==> src/hdl/mem_pkg.sv <==
package mem_pkg;

	// data and address width
	parameter int xlen = 32;

	// default RAM depth is 256 words
	parameter int def_addr_bits = 8;

	// funct3 sits at instruction[9:7]
	parameter int f3_lsb = 7;

	// load widths
	parameter logic [2:0] f3_lb  = 3'd0;
	parameter logic [2:0] f3_lh  = 3'd1;
	parameter logic [2:0] f3_lw  = 3'd2;
	parameter logic [2:0] f3_lbu = 3'd4;
	parameter logic [2:0] f3_lhu = 3'd5;

	// store widths
	parameter logic [2:0] f3_sb = 3'd0;
	parameter logic [2:0] f3_sh = 3'd1;
	parameter logic [2:0] f3_sw = 3'd2;

endpackage

==> src/hdl/store_align_stage.sv <==
`timescale 1ns/1ps

module store_align_stage #(
	parameter int addr_bits = mem_pkg::def_addr_bits
) (
	input  logic                     clk,
	input  logic                     rst_n,
	input  logic                     d_valid,
	input  logic                     d_store,
	input  logic [2:0]               d_funct3,
	input  logic [mem_pkg::xlen-1:0] d_addr,
	input  logic [mem_pkg::xlen-1:0] d_data,
	input  logic [4:0]               d_rd,
	input  logic                     d_fault,
	output logic                     ram_we,
	output logic                     ram_re,
	output logic [addr_bits-1:0]     ram_addr,
	output logic [mem_pkg::xlen-1:0] ram_wdata,
	output logic [3:0]               ram_wmask,
	output logic                     a_valid,
	output logic                     a_store,
	output logic [2:0]               a_funct3,
	output logic [1:0]               a_lane,
	output logic [4:0]               a_rd,
	output logic                     a_fault
);

	import mem_pkg::*;

	logic [xlen-1:0] masked;
	logic [3:0]      mask;
	logic [1:0]      lane;

	// sideband while the request sits in front of the RAM
	logic            s_valid;
	logic            s_store;
	logic [2:0]      s_funct3;
	logic [1:0]      s_lane;
	logic [4:0]      s_rd;
	logic            s_fault;

	assign lane = d_addr[1:0];

	always_comb begin
		case (d_funct3)
			f3_sb: begin
				masked = {{(xlen-8){1'b0}}, d_data[7:0]};
				mask   = 4'b0001 << lane;
			end
			f3_sh: begin
				masked = {{(xlen-16){1'b0}}, d_data[15:0]};
				mask   = 4'b0011 << lane;
			end
			f3_sw: begin
				masked = d_data;
				mask   = 4'b1111;
			end
			default: begin
				masked = '0;
				mask   = 4'b0000;
			end
		endcase
	end

	always_ff @(posedge clk or negedge rst_n) begin
		if (!rst_n) begin
			ram_we  <= 1'b0;
			ram_re  <= 1'b0;
			s_valid <= 1'b0;
			s_fault <= 1'b0;
			a_valid <= 1'b0;
			a_fault <= 1'b0;
		end else begin
			ram_we  <= d_valid & d_store & ~d_fault;
			ram_re  <= d_valid & ~d_store & ~d_fault;
			s_valid <= d_valid;
			s_fault <= d_fault;
			a_valid <= s_valid;
			a_fault <= s_fault;
		end
	end

	always_ff @(posedge clk) begin
		ram_addr  <= d_addr[addr_bits+1:2];
		ram_wdata <= masked << {lane, 3'b000};
		ram_wmask <= mask;
		s_store   <= d_store;
		s_funct3  <= d_funct3;
		s_lane    <= lane;
		s_rd      <= d_rd;
		a_store   <= s_store;
		a_funct3  <= s_funct3;
		a_lane    <= s_lane;
		a_rd      <= s_rd;
	end

	a_we_re_excl: assert property (
		@(posedge clk) disable iff (!rst_n)
		!(ram_we && ram_re)
	);

	a_sb_onehot: assert property (
		@(posedge clk) disable iff (!rst_n)
		ram_we && s_funct3 == f3_sb |-> $onehot(ram_wmask)
	);

endmodule

==> config.mk <==
export PLATFORM = sky130hd
export DESIGN_NAME = store_align_stage
export DESIGN_NICKNAME = d
export VERILOG_FILES = /design/src/hdl/mem_pkg.sv /design/src/hdl/store_align_stage.sv
export SDC_FILE = /design/constraint.sdc
export NUM_CORES = 1
export LEC_CHECK = 0
export BUFFER_PORTS_ARGS = -buffer_cell sky130_fd_sc_hd__buf_2
export CAP_MARGIN = 10
export CELL_PAD_IN_SITES_DETAIL_PLACEMENT = 1
export CELL_PAD_IN_SITES_GLOBAL_PLACEMENT = 2
export CORE_MARGIN = 5
export CORE_UTILIZATION = 26
export CTS_CLUSTER_DIAMETER = 30
export DETAILED_ROUTE_END_ITERATION = 6
export GPL_TIMING_DRIVEN = 0
export PLACE_DENSITY_LB_ADDON = 0.12
export REMOVE_ABC_BUFFERS = 1
export SETUP_SLACK_MARGIN = 0.02
export SKIP_LAST_GASP = 1
export SLEW_MARGIN = 10
export SYNTH_ARGS = -nofsm -noshare
export SYNTH_HDL_FRONTEND = slang
export SYNTH_SLANG_ARGS = --single-unit
==> constraint.sdc <==
create_clock -name clk -period 0.9 [get_ports clk]
set_input_delay 0.18 -clock clk [delete_from_list [all_inputs] [get_ports clk]]
set_output_delay 0.18 -clock clk [all_outputs]
set_load 0.03 [all_outputs]
==> reports/qor.json <==
{
  "layout_min_cycle_time": {"value": 1.036, "unit": "ns"},
  "timing.setup.tns": {"value": -4.439, "unit": "ns"},
  "share_of_synthesized_flip_flops_with_an_asynchronous_set_or_reset": {"value": 8.333, "unit": "%"},
  "first_global_vias": {"value": 1934},
  "final-setup-viol-count": {"value": 59},
  "synth-seq-cells": {"value": 72},
  "worst_hold_path_type": {"value": "input pin to flip-flop"},
  "antenna_found_initial": {"value": 0},
  "final.period_utilization": {"value": 115.1, "unit": "%"},
  "syn_area": {"value": 2221, "unit": "um^2"},
  "final-seq-area": {"value": 1540, "unit": "um^2"},
  "placementRows": {"value": 33},
  "worstSetupStartpointType": {"value": "flip-flop"},
  "worst_setup_path_end_kind": {"value": "primary output"},
  "avgViaCountPerCell": {"value": 4.304},
  "critical_path_required": {"value": 0.72, "unit": "ns"},
  "cp.buffers_inverters": {"value": 1},
  "cells_on_worst_reg2reg_path": {"value": 0},
  "synth_edf_count": {"value": 0},
  "postSynthCellCount": {"value": 176},
  "max_clock_freq": {"value": 964.9, "unit": "MHz"},
  "place_congestion": {"value": 0.6392},
  "design.die.area": {"value": 10490, "unit": "um^2"},
  "floorplan.initialDensity": {"value": 26.89, "unit": "%"},
  "insertion_delay": {"value": 0.34, "unit": "ns"},
  "startpoint_to_endpoint_class_of_the_critical_path": {"value": "flip-flop to primary output"},
  "timing.slew.headroom": {"value": 73.42, "unit": "%"},
  "drc_errors": {"value": 0},
  "synthToLayoutAreaGrowth": {"value": 68.51, "unit": "%"},
  "final_skew": {"value": 0.006738, "unit": "ns"},
  "cts.sinks": {"value": 72},
  "finalNonFillerCells": {"value": 424},
  "ctsLongestPathBuffers": {"value": 2},
  "finalPower": {"value": 6.765, "unit": "mW"},
  "yosys-top-cells-area": {"value": "dfxtp_1 (59%), dfrtp_1 (6.8%), nand2b_1 (5.1%)"},
  "drv.max_cap_violation_count": {"value": 0},
  "multiInputGateArea": {"value": 716.9, "unit": "um^2"},
  "layout.filler_cells": {"value": 901},
  "dp_cells": {"value": 387},
  "reg_to_reg_slack_setup": {"value": 0.43, "unit": "ns"},
  "worst_path_max_delay_cell": {"value": "dfrtp_1"},
  "grt_pass1_wl": {"value": 10.67, "unit": "mm"},
  "final_max_slew_viol_count": {"value": 0},
  "synth_area_per_cell": {"value": 12.62, "unit": "um^2"},
  "synth.most_common_cell": {"value": "dfxtp_1"},
  "total_leakage_power": {"value": 1.660, "unit": "nW"},
  "track_usage": {"value": 13.86, "unit": "%"},
  "finalCoreUtilization": {"value": 45.32, "unit": "%"},
  "clock_tree_from_tritoncts": {"value": "done"},
  "die_width": {"value": 102.4, "unit": "um"},
  "setup_ws": {"value": -0.1363, "unit": "ns"},
  "post_layout_nets": {"value": 391},
  "r2r_start": {"value": "s_fault"},
  "cts_root_buffer": {"value": "clkbuf_8"},
  "cp_top_family": {"value": "flip-flops"},
  "routed-via-count": {"value": 1825},
  "numCtsBuffers": {"value": 9},
  "seq_area_frac_synth": {"value": 66.25, "unit": "%"},
  "finalHoldViolations": {"value": 0},
  "detail_route.wl_per_cell": {"value": 16.24, "unit": "um"},
  "reg2reg_to": {"value": "a_fault"},
  "crit_cells": {"value": 1},
  "worst_ir_drop_vdd": {"value": 0.6965, "unit": "mV"},
  "critical_path.cell_chain": {"value": "buf_6"},
  "hold-path-cell-count": {"value": 1},
  "portBuffers": {"value": 113},
  "synth_top_cell_by_area": {"value": "dfxtp_1"},
  "worst-slew-pin-transition": {"value": 0.3977, "unit": "ns"},
  "worstPathArrival": {"value": 0.86, "unit": "ns"},
  "violations": {"value": "negative setup slack"},
  "cts.htree.levels": {"value": 3},
  "postRouteAntennaNets": {"value": 0},
  "yosysWarnings": {"value": 0},
  "globalRoute.totalOverflow": {"value": 0},
  "ios": {"value": 136},
  "power.density": {"value": 1808, "unit": "nW/um^2"},
  "placeableCoreArea": {"value": 8258, "unit": "um^2"},
  "clkTransAtPathRegs": {"value": 0.07, "unit": "ns"},
  "timing.hold.worst.start": {"value": "d_funct3[0]"},
  "critical_path.startpoint": {"value": "ram_re"},
  "antenna_cells_inserted": {"value": 0},
  "floorplan.die.height": {"value": 102.4, "unit": "um"},
  "detail_route.wirelength": {"value": 6.884, "unit": "mm"},
  "dpl.hpwl": {"value": 4.586, "unit": "mm"},
  "drt_pre_antenna_iters": {"value": 4},
  "grt_max_degree": {"value": 42},
  "drt_iter0_markers": {"value": 24},
  "cp_slowest_stage_delay": {"value": 0.38, "unit": "ns"},
  "critical_path.max_fanout": {"value": 1},
  "drive_above_1_share": {"value": 61.44, "unit": "%"},
  "post_synth_top_cells": {"value": "dfxtp_1 (66), nand2b_1 (18), nor2_1 (9)"},
  "status": {"value": "finished, violations left"},
  "holdPathEnd": {"value": "s_funct3[0]"},
  "grt_setup_unrepaired": {"value": "true"},
  "post_synth_num_cell_types": {"value": 32},
  "netlist.area_leader.share": {"value": 59.49, "unit": "%"},
  "most_used_flip_flop_cell_after_synthesis": {"value": "dfxtp_1"}
}
[how the worst max path moves through the flow]
| stage | endpoint | slack (ns) |
|---|---|---|
| global route | a_fault | -0.19 |
| CTS | ram_re | -0.17 |
| floorplan | ram_wdata[24] | -0.01 |
| detailed placement | ram_wdata[19] | -0.95 |
| finish | ram_re | -0.14 |
| global placement | ram_wdata[20] | -0.89 |
[per-layer routing]
layer,up-vias,wire length [um],global-route usage [%]
met1,858,2916,17.14
met5,-,0,0
li1,884,-,-
met2,72,3305,22.00
met4,0,119,6.054
met3,11,542,4.573
[what timing repair did]
action	in CTS	in global routing
setup endpoints to repair	93	75
gates resized for setup	181	4
pin swaps	2	1
hold buffers	18	0
endpoints found under the hold margin	23	0
setup buffers	2	1
[area by class of cell]
class	count	share of cell area (%)
multi-input combinational	96	19.16
inverter	1	0.1003
clock buffer	10	3.410
sequential	72	41.16
clock inverter	6	1.204
tap	105	3.511
timing repair buffer	134	31.46
[metrics by stage]
step	hold WS (ns)	worst slack (ns)	instance area, um^2
after floorplan	-0.1156	-0.01429	2152
after global placement	0.004293	-0.8900	2849
after detailed placement	0.005359	-0.9510	2849
after CTS	0.04056	-0.1665	3715
after global routing	0.05086	-0.1871	3742
final	0.06665	-0.1363	3742
[flip-flops by register name, indices dropped and copies added, names as in the netlist, 2 cells and up]
register and cells:
a_lane 2, ram_wdata 32, s_funct3 3, s_rd 5, ram_wmask 4, a_rd 5, a_funct3 3, ram_addr 8
s_lane 2
[cells by family after synthesis]
group	Yosys count	share of synthesized area, %
AND/OR/NAND/NOR	56	15.38
multiplexers	8	3.606
flip-flops	72	66.25
AO/OA/AOI/OAI	32	11.49
buffers and inverters	8	3.267
[placed cells by master (no fill, tap or decap), types with 2 or more instances in the layout]
cell type      netlist  routed
a21oi_1              3       3
a22oi_1              7       7
a32o_1               8       8
and2_1               8       8
buf_12               0       3
buf_2                1      53
buf_6                3      59
clkbuf_8             0       9
clkinvlp_4           0       3
dfrtp_1              6       6
dfxtp_1             66      11
dfxtp_2              0      55
dlygate4sd3_1        0      18
mux2i_1              8       8
nand2_1              2       2
nand2b_1            18      17
nand2b_4             1       2
nand3b_1             3       3
nor2_1               9       9
nor2b_1              8       8
o22ai_1              7       7
[power by group]
| part | internal, mW | switching, mW |
|---|---|---|
| clock | 1.01 | 1.27 |
| combinational | 0.507 | 0.553 |
| sequential | 3.36 | 0.0607 |
| total | 4.88 | 1.89 |
Power figures use the tool's default switching activity.
