===== src/hdl/mem_pkg.sv =====
package mem_pkg;

	// data and address width
	parameter int xlen = 32;

	// default RAM depth is 256 words
	parameter int def_addr_bits = 8;

	// funct3 sits at instruction[9:7]
	parameter int f3_lsb = 7;

	// load widths
	parameter logic [2:0] f3_lb  = 3'd0;
	parameter logic [2:0] f3_lh  = 3'd1;
	parameter logic [2:0] f3_lw  = 3'd2;
	parameter logic [2:0] f3_lbu = 3'd4;
	parameter logic [2:0] f3_lhu = 3'd5;

	// store widths
	parameter logic [2:0] f3_sb = 3'd0;
	parameter logic [2:0] f3_sh = 3'd1;
	parameter logic [2:0] f3_sw = 3'd2;

endpackage


===== src/hdl/load_extend_stage.sv =====
`timescale 1ns/1ps

module load_extend_stage (
	input  logic                     clk,
	input  logic                     rst_n,
	input  logic                     a_valid,
	input  logic                     a_store,
	input  logic [2:0]               a_funct3,
	input  logic [1:0]               a_lane,
	input  logic [4:0]               a_rd,
	input  logic                     a_fault,
	input  logic [mem_pkg::xlen-1:0] ram_rdata,
	output logic                     done,
	output logic                     fault,
	output logic                     load_valid,
	output logic [mem_pkg::xlen-1:0] load_data,
	output logic [4:0]               load_rd
);

	import mem_pkg::*;

	logic [7:0]      lane_byte;
	logic [15:0]     lane_half;
	logic [xlen-1:0] ext;
	logic            load_ok;

	assign load_ok = a_valid & ~a_store & ~a_fault;

	always_comb begin
		case (a_lane)
			2'd0:    lane_byte = ram_rdata[7:0];
			2'd1:    lane_byte = ram_rdata[15:8];
			2'd2:    lane_byte = ram_rdata[23:16];
			default: lane_byte = ram_rdata[31:24];
		endcase
	end

	// halfword lane is 0 or 2 once alignment is checked
	assign lane_half = a_lane[1] ? ram_rdata[31:16] : ram_rdata[15:0];

	always_comb begin
		case (a_funct3)
			f3_lb:   ext = {{(xlen-8){lane_byte[7]}}, lane_byte};
			f3_lbu:  ext = {{(xlen-8){1'b0}}, lane_byte};
			f3_lh:   ext = {{(xlen-16){lane_half[15]}}, lane_half};
			f3_lhu:  ext = {{(xlen-16){1'b0}}, lane_half};
			f3_lw:   ext = ram_rdata;
			default: ext = '0;
		endcase
	end

	always_ff @(posedge clk or negedge rst_n) begin
		if (!rst_n) begin
			done       <= 1'b0;
			fault      <= 1'b0;
			load_valid <= 1'b0;
		end else begin
			done       <= a_valid;
			fault      <= a_valid & a_fault;
			load_valid <= load_ok;
		end
	end

	// zero for stores and faulted requests
	always_ff @(posedge clk) begin
		load_data <= load_ok ? ext : '0;
		load_rd   <= a_rd;
	end

endmodule


===== config.mk =====
export PLATFORM = sky130hd
export DESIGN_NAME = load_extend_stage
export DESIGN_NICKNAME = d
export VERILOG_FILES = /design/src/hdl/mem_pkg.sv /design/src/hdl/load_extend_stage.sv
export SDC_FILE = /design/constraint.sdc
export NUM_CORES = 1
export LEC_CHECK = 0
export BUFFER_PORTS_ARGS = -buffer_cell sky130_fd_sc_hd__buf_2
export CORE_MARGIN = 2
export CORE_UTILIZATION = 48
export DETAILED_ROUTE_END_ITERATION = 12
export GPL_ROUTABILITY_DRIVEN = 0
export GPL_TIMING_DRIVEN = 0
export MAX_ROUTING_LAYER = met4
export PLACE_DENSITY_LB_ADDON = 0.2
export SYNTH_ARGS = -nofsm -noshare
export SYNTH_HDL_FRONTEND = slang
export SYNTH_SLANG_ARGS = --single-unit

===== constraint.sdc =====
create_clock -name clk -period 0.9 [get_ports clk]
set_input_delay 0.27 -clock clk [delete_from_list [all_inputs] [get_ports clk]]
set_output_delay 0.27 -clock clk [all_outputs]
set_load 0.02 [all_outputs]

==> flow_summary.ini, run 1 <==
[synthesis]
seq_area_frac_synth_pct = 48.8
netlist-cell-type-count = 26
synth_top_area_share_pct = 44.3
synth_area_um2 = 1670
yosysMostFrequentCell = dfxtp_1
ys_seq_elements = 40
yosysTopAreaCell = dfxtp_1
async_reset_ff_share_pct = 7.50
synth_nets = 221
yosysWarnings = 0
synth_area_leaders = dfxtp_1, a21oi_1, mux2_2
syn_inst = 174
ys.flop_type = dfxtp_1
synthTopCellsByCount = dfxtp_1, a21oi_1, nand2_1, mux2_2, nor2_1
synth_edf_count = 0
avgSynthCellArea_um2 = 9.60

[floorplanning]
fp.dieH_um = 63.0
initial_core_util_pct = 50.1
die_area_um2 = 3970
ios = 87
fp-row-count = 21
die_x_um = 63.0
core-area_um2 = 3340

[clocking]
root_buffer = clkbuf_4
clkTransAtPathRegs_ps = 130
cts_tree = done
ctsHtreeMaxLevel = 2
cts_buffers = 5
cts_buffer_depth = 2
clock-sinks = 40

[worst_setup_path]
crit_chain = buf_6
cp.arrival_ps = 920
worstPathRequired_ps = 630
path_buf_inv = 1
cp-start-kind = flip-flop
cp_top_family = flip-flops
worst-path-max-fanout = 1
cpPeakStageDelay_ps = 410
crit_type = flip-flop to output port
cpMaxStageDelayCell = dfrtp_1
startpoint = fault$_DFF_PN0_
crit_path_end_kind = output port

[power_and_ir_drop]
ir_drop_v = 0.00163
p_leak_nw = 1.34
power_frac_seq_pct = 44.2
clockPowerShare_pct = 32.5
switching_share_pct = 28.8
power_frac_comb_pct = 23.3
p_int_mw = 2.95
power.switching_mw = 1.19
power_density_nw_per_um2 = 1320

[routing]
routedWlPerCell_um = 23.6
drtAntennaViolNets = 0
wl_mm = 7.94
drcViolationCount = 0
vias_per_cell = 6.16
via_count = 2070
first_pass_iters = 5
drt_iter0_drc = 219

[global_route]
grt_max_degree = 14
grt_pass1_wl_mm = 9.11
antenna_found_initial = 0
grt_use_total_pct = 30.5
grt_pass1_vias = 1856
grt_overflow = 0

[run_status]
status = finished, violations left
violations = setup timing

[placed_design]
pre_cts_ws_ps = -754
hpwl_mm = 3.06
dpl_cell_area_um2 = 2190
port_buffers = 86

[timing]
tightest_slew_ps = 339
max_clock_freq_mhz = 838
setup_viol = 72
period_needed_ps = 1190
drv_slew = 0
rsz0062_at_grt = true
final_hold_viol_count = 0
slew_headroom_pct = 77.4
fin_crit_sh_pct = 133
fin_ws_ps = -293

[layout]
finish.instance_area_um2 = 3140
fillers = 89
layout-drive-gt1-share_pct = 76.6
nNetsFinal = 336
antenna_cells = 0
area_delta_synth_final_pct = 88.1

[job]
drv_cap = 0

[min_path]
hold_path.class = primary input to flip-flop
hold_path.startpoint = a_valid
[cell families after synthesis]
group                  after synthesis  synth area share [%]
flip-flops                          40                  48.8
AND/OR/NAND/NOR                     45                  11.5
multiplexers                        25                  17.1
buffers and inverters               14                  4.64
AO/OA/AOI/OAI                       50                  18.0
[sequential cells by signal (all words and copies together) (netlist names)]
signal      flops
done            1
load_rd         5
load_data      32
load_valid      1
fault           1
[layout by cell type, fill, tap and decap left out, types with 2 or more instances in the layout]
master	count
dlygate4sd3_1	6
nor2_1	10
buf_6	52
nor2b_4	2
o21ai_1	2
buf_2	44
mux2_4	15
buf_4	14
a21oi_1	9
and2_1	2
nor2_4	2
buf_12	2
dfxtp_2	37
dfrtp_1	3
a22oi_2	7
mux2i_1	9
nand2_1	24
a21oi_4	6
clkbuf_4	5
a21oi_2	23
[stage by stage]
step	TNS (ps)	cells	util [%]	hold WS (ps)	power (mW)
4_1_cts	-12560	323	86.9	3.56	3.89
5_1_grt	-15800	336	94.2	18.1	4.24
6_report	-14710	336	94.2	23.0	4.15
3_3_place_gp	-21560	306	65.5	66.5	2.42
2_1_floorplan	-11850	174	-	-25.6	2.20
3_5_place_dp	-21630	306	65.5	67.3	2.42
[power by group through the flow]
| stage | Sequential (mW) | Clock [mW] | Combinational, mW |
|---|---|---|---|
| finish | 1.83 | 1.35 | 0.965 |
| global route | 1.84 | 1.41 | 0.993 |
| CTS | 1.83 | 1.28 | 0.780 |
| detailed placement | 1.86 | 0 | 0.566 |
| global placement | 1.86 | 0 | 0.561 |
| floorplan | 1.91 | 0 | 0.289 |
[per-layer routing]
metal / vias up / routed length, um / global-route usage [%]
met3: 48 / 861 / 5.59
met5: - / 0 / -
met1: 979 / 2800 / 36.0
li1: 837 / - / -
met2: 206 / 3860 / 49.7
met4: 0 / 421 / 15.3
[area by class of cell]
| type | count | area (um2) | area share (%) |
|---|---|---|---|
| clock buffer | 6 | 51.3 | 1.63 |
| sequential | 40 | 862 | 27.4 |
| inverter | 1 | 3.75 | 0.119 |
| clock inverter | 2 | 38.8 | 1.23 |
| tap | 46 | 57.6 | 1.83 |
| timing repair buffer | 109 | 957 | 30.5 |
| multi-input combinational | 120 | 1070 | 34.1 |
| buffer | 12 | 101 | 3.23 |
[timing repair]
action | 4_1_cts | 5_1_grt
setup buffers | 8 | 8
hold buffers | 1 | 5
gates cloned | 1 | 1
endpoints found under the setup margin | 72 | 72
endpoints found under the hold margin | 3 | 5
gates resized for setup | 178 | 38
pin swaps | 20 | 12
[path summary, 6_finish.rpt]
check	endpoint	slack, ps	cells past startpoint
worst max-delay path	fault	-290	1
worst min-delay path	done$_DFF_PN0_	20	1
max in group asynchronous	fault$_DFF_PN0_	600	2
min in group asynchronous	done$_DFF_PN0_	190	2
(Power assumes the default switching activity.)
==> run 2, diff against run 1 <==
- CORE_UTILIZATION: 48 -> 50
- CTS_BUF_LIST: unset -> sky130_fd_sc_hd__clkbuf_4 sky130_fd_sc_hd__clkbuf_8
==> flow_summary.ini, run 2 (synthesis gave the netlist of run 1 again) <==
[run_status]
status = finished, violations left
violations = setup timing

[layout]
regMostFlops = load_data
layout_common_cells = buf_6, buf_2, dfxtp_2, a21oi_2, nand2_1
largest_reg_flops = 32
area_delta_synth_final_pct = 83.4
final_cells = 328
nNetsFinal = 329
finish.instance_area_um2 = 3060
fin_util_pct = 97.9
final_common_cell = buf_6
layout-drive-gt1-share_pct = 77.7
reg.largest.list = load_data (32), load_rd (5)

[timing]
rsz0062_at_grt = true
setup-tns-final_ps = -16480
fin_crit_sh_pct = 138
fin_ws_ps = -339
period_needed_ps = 1240
slew_headroom_pct = 72.8
drv_slew = 0
tightest_slew_ps = 408
setup_viol = 72
final_hold_viol_count = 0
max_clock_freq_mhz = 807

[routing]
vias_per_cell = 6.62
routedWlPerCell_um = 27.5
drtAntennaViolNets = 0
drt_iter0_drc = 193
drcViolationCount = 0
wl_mm = 9.01
first_pass_iters = 7
via_count = 2171

[clocking]
clock-sinks = 40
ctsHtreeMaxLevel = 2
clkTransAtPathRegs_ps = 120
cts_buffer_depth = 2
cts_tree = done
root_buffer = clkbuf_4
cts_buffers = 5

[floorplanning]
initial_core_util_pct = 53.4
fp-row-count = 20
ios = 87
core-area_um2 = 3130
die_x_um = 61.8
die_area_um2 = 3820
fp.dieH_um = 61.8

[global_route]
grt_pass1_wl_mm = 9.44
antenna_found_initial = 0
grt_max_degree = 14
grt_overflow = 0
grt_use_total_pct = 36.6
grt_pass1_vias = 1933

[job]
drv_cap = 0

[min_path]
hold_path.class = primary input to flip-flop

[worst_setup_path]
cp-start-kind = primary input
cpMaxStageDelayCell = buf_2
cpMostUsedCell = buf_2
crit_chain = buf_2 > nor2_4 > and2_1 > buf_2 > buf_2 > nand2_1 > a21oi_2
cpPeakStageDelay_ps = 280
worstPathRequired_ps = 1210
cp.arrival_ps = 1550
crit_type = primary input to flip-flop
crit_path_end_kind = flip-flop
cp_top_family = buffers and inverters
path_buf_inv = 3
worst-path-max-fanout = 10

[placed_design]
dpl_cell_area_um2 = 2180
port_buffers = 86
hpwl_mm = 3.22
placed_cells = 304
pre_cts_ws_ps = -729

[power_and_ir_drop]
p_leak_nw = 1.29
ir_drop_v = 0.00137
power_density_nw_per_um2 = 1240
run 2: changes by cell type in the layout (fill, tap and decap cells not counted), sizes merged:
cell	before	now
buf	114	107
bufinv	1	0
clkbuf	7	8
clkinvlp	0	1
diode	0	1
dlygate4sd3	6	5
run 2: what timing repair did:
action                                 4_1_cts  5_1_grt
pin swaps                                   22       10
setup endpoints to repair                   72       72
hold buffers                                 3        2
cloned                                       2        0
resized for setup                          186       26
endpoints found under the hold margin        5        2
buffers inserted                             8        2
run 2: layer usage:
metal	part of all wire (%)	vias up	track usage (%)	routed length (um)
met5	0	-	-	0
met4	9.1	0	22.5	820
met3	11	97	9.52	986
met2	47	251	58.3	4220
met1	33	998	40.9	2980
li1	-	825	-	-
run 2: metrics by stage:
stage | power [mW] | hold slack (ps)
6_report | 3.81 | 8.53
5_1_grt | 3.85 | 3.87
4_1_cts | 3.57 | 3.42
3_5_place_dp | 2.43 | 65.4
3_3_place_gp | 2.42 | 65.4
2_1_floorplan | 2.20 | -25.6
run 2: worst paths after layout:
check | depth (start not counted) | start | slack, ps | endpoint
setup / recovery | 7 | a_funct3[2] | -340 | load_data[25]$_SDFF_PN0_
min in group asynchronous | 2 | rst_n | 190 | done$_DFF_PN0_
max in group asynchronous | 2 | rst_n | 600 | fault$_DFF_PN0_
hold / removal | 1 | a_rd[2] | 9 | load_rd[2]$_DFF_P_
run 2: final cells by class:
type	instances	area [um2]
multi-input combinational	120	1070
clock buffer	6	45.0
tap	44	55.1
inverter	1	3.75
antenna	1	2.50
clock inverter	2	12.5
buffer	12	101
fill	38	65.1
sequential	40	862
timing repair buffer	102	908
run 2: power breakdown:
part	switching, mW	internal, mW	total (mW)
sequential	0.0217	1.81	1.84
clock	0.659	0.332	0.991
combinational	0.522	0.458	0.979
==> run 3, diff against run 2 <==
- ABC_AREA: unset -> 1
- CAP_MARGIN: unset -> 20
- CORE_UTILIZATION: 50 -> 53
- RECOVER_POWER: unset -> 25
==> flow_summary.ini, run 3 <==
[synthesis]
yosysWarnings = 0
async_reset_ff_share_pct = 7.50
yosysTopAreaCell = dfxtp_1
ys.flop_type = dfxtp_1
synth_area_leaders = dfxtp_1, nand2_1, a21oi_2
synth_edf_count = 0
yosysMostFrequentCell = nand2_1
syn_inst = 295
synth_nets = 342
synth_top_area_share_pct = 36.6
seq_area_frac_synth_pct = 40.3
netlist-cell-type-count = 19
synth_area_um2 = 2020
synthTopCellsByCount = nand2_1, inv_1, nor2_1, dfxtp_1, a21oi_2
ys_seq_elements = 40
avgSynthCellArea_um2 = 6.86

[timing]
worst-ep-kind = output port
grt-worst-endpoint = done

[floorplanning]
fp.dieH_um = 65.8
ios = 87
initial_core_util_pct = 55.3
fp-row-count = 22
die_x_um = 65.8

[clocking]
cts_buffers = 5
cts_buffer_depth = 2
root_buffer = clkbuf_8
clock-sinks = 40
ctsHtreeMaxLevel = 2

[placed_design]
hpwl_mm = 4.33
dpl_cell_area_um2 = 2660
pre_cts_ws_ps = -453
port_buffers = 86

[global_route]
grt_max_degree = 14

[run_status]
tool.error = [ERROR DPL-0038] Utilization greater than 100%, impossible to legalize
status = stopped before the end
lastStage = global routing
[run 3: cell families after synthesis]
logic type      synth area share (%)
simple gates                    31.3
compound gates                  15.8
buf+inv                         12.5
flops                           40.3
[run 3: timing repair]
| item | 4_1_cts |
|---|---|
| pin swaps | 8 |
| hold buffers | 1 |
| endpoints found under the setup margin | 72 |
| hold endpoints to repair | 3 |
| gates resized for setup | 141 |
| cloned | 2 |
| setup buffers | 12 |
[run 3: per-stage QoR]
stage,std cells,setup TNS (ps)
CTS,452,-4400
global placement,429,-12320
floorplan,295,-1300
detailed placement,429,-12790
==> run 4, diff against run 3 <==
- CORE_UTILIZATION: 53 -> 40
- CTS_BUF_LIST: sky130_fd_sc_hd__clkbuf_4 sky130_fd_sc_hd__clkbuf_8 -> unset
- MAX_ROUTING_LAYER: met4 -> unset
- PLACE_DENSITY_LB_ADDON: 0.2 -> 0.15
==> flow_summary.ini, run 4 <==
[worst_setup_path]
worstPathRequired_ps = 630
crit_type = flip-flop to output port
cpPeakStageDelay_ps = 380
worst-path-max-fanout = 1
cp-start-kind = flip-flop
crit_path_end_kind = output port
cpMaxStageDelayCell = dfrtp_1
path_buf_inv = 1
crit_chain = buf_6
cp.arrival_ps = 800
cp_top_family = flip-flops

[timing]
tightest_slew_ps = 247
drv_slew = 0
slew_headroom_pct = 83.4
setup_viol = 62
fin_ws_ps = -173
final_hold_viol_count = 0
max_clock_freq_mhz = 932
rsz0062_at_grt = true
fin_crit_sh_pct = 119
period_needed_ps = 1070

[layout]
fin_util_pct = 77.4
reg.largest.list = load_data (32), load_rd (5)
area_delta_synth_final_pct = 84.2
largest_reg_flops = 32
regMostFlops = load_data
layout_common_cells = nand2_1, buf_6, buf_2, dfxtp_2, inv_1
nNetsFinal = 457
antenna_cells = 0
layout-drive-gt1-share_pct = 61.3
final_common_cell = nand2_1

[placed_design]
hpwl_mm = 4.18
port_buffers = 86

[floorplanning]
core-area_um2 = 4820
initial_core_util_pct = 42.0
ios = 87
fp.dieH_um = 75.1
fp-row-count = 25
die_x_um = 75.1
die_area_um2 = 5650

[run_status]
violations = setup timing
status = finished, violations left

[clocking]
root_buffer = clkbuf_8
ctsHtreeMaxLevel = 2
cts_buffer_depth = 2
clkTransAtPathRegs_ps = 80
cts_buffers = 5
cts_tree = done
clock-sinks = 40

[routing]
wl_mm = 7.28
first_pass_iters = 6
vias_per_cell = 5.14
via_count = 2456
routedWlPerCell_um = 15.2
drtAntennaViolNets = 0
drcViolationCount = 0
drt_iter0_drc = 284

[synthesis]
yosys.area_share.xor_xnor_pct = 0
synthSimpleGateAreaFrac_pct = 31.3
async_reset_ff_share_pct = 7.50
synth_area_leaders = dfxtp_1, nand2_1, a21oi_2
seq_area_frac_synth_pct = 40.3
synth_top_family_by_area = simple AND/OR/NAND/NOR gates
synth_nets = 342
avgSynthCellArea_um2 = 6.86
synthTopCellsByCount = nand2_1, inv_1, nor2_1, dfxtp_1, a21oi_2
yosysWarnings = 0
synth_edf_count = 0
yosysTopAreaCell = dfxtp_1
synth-compound-area-share_pct = 15.8
synthAdderAreaFrac_pct = 0
synthMuxAreaShare_pct = 0
yosysMostFrequentCell = nand2_1
netlist-cell-type-count = 19
synth_top_area_share_pct = 36.6
syn_inst = 295
ys.flop_type = dfxtp_1
ys_seq_elements = 40
synth_area_um2 = 2020

[global_route]
antenna_found_initial = 0
grt_use_total_pct = 23.3
grt_pass1_wl_mm = 9.96
grt_overflow = 0
grt_max_degree = 14
grt_pass1_vias = 2199

[power_and_ir_drop]
p_leak_nw = 1.77
fin_total_pwr_mw = 4.56
ir_drop_v = 0.000971
power_density_nw_per_um2 = 1220

[job]
drv_cap = 0

[min_path]
hold_path.class = primary input to flip-flop
==> run 4: worst paths after layout <==
kind	cells after the start	end	slack, ps	start
max	1	load_valid	-170	load_valid$_DFF_PN0_
min	1	load_rd[0]$_DFF_P_	70	a_rd[0]
min in group asynchronous	2	fault$_DFF_PN0_	290	rst_n
max in group asynchronous	2	load_valid$_DFF_PN0_	510	rst_n
==> run 4: cells by family (layout without fill, tap and decap cells) <==
group,after synthesis,count (layout)
flip-flops,40,40
buffers and inverters,57,173
AO/OA/AOI/OAI,49,49
AND/OR/NAND/NOR,149,149
==> run 4: power breakdown <==
| part | switching, mW | internal [mW] | leakage (nW) |
|---|---|---|---|
| Sequential | 0.0202 | 1.82 | 0.355 |
| Combinational | 0.620 | 0.521 | 1.35 |
| Clock | 0.663 | 0.907 | 0.0614 |
| Total | 1.30 | 3.25 | 1.77 |
==> run 4: cell type report <==
class / instances / area [um2]
buffer: 13 / 165
inverter: 44 / 218
sequential: 40 / 862
tap: 67 / 83.8
multi-input combinational: 198 / 1210
fill: 327 / 1090
timing repair buffer: 108 / 1070
clock inverter: 2 / 38.8
clock buffer: 6 / 82.6
==> run 4: timing repair <==
| action | in CTS | in global routing |
|---|---|---|
| setup buffers | 7 | 7 |
| pin swaps | 7 | 30 |
| hold buffers | 1 | 0 |
| endpoints found under the setup margin | 71 | 72 |
| endpoints found under the hold margin | 3 | 0 |
| cloned | 1 | 6 |
| gates resized for setup | 134 | 83 |
==> run 4: metal layers <==
metal | vias to the layer above | routed length, um | share of wire, % | track usage (%)
met3 | 47 | 687 | 9.4 | 5.76
met2 | 159 | 3490 | 48 | 39.5
li1 | 1142 | - | - | -
met1 | 1108 | 2720 | 37 | 28.7
met5 | - | 0 | 0 | 0
met4 | 0 | 376 | 5.2 | 8.97
==> run 4: stage by stage <==
| stage | hold slack, ps | setup TNS, ps | setup WS, ps | instance area, um2 | instances |
|---|---|---|---|---|---|
| 6_report | 65.1 | -5800 | -173 | 3730 | 478 |
| 5_1_grt | 60.9 | -7240 | -201 | 3730 | 478 |
| 4_1_cts | 72.0 | -4440 | -172 | 3290 | 465 |
| 3_5_place_dp | 65.0 | -13040 | -477 | 2690 | 448 |
| 3_3_place_gp | 64.3 | -13120 | -479 | 2690 | 448 |
| 2_1_floorplan | -25.6 | -1300 | -80.1 | 2170 | 295 |
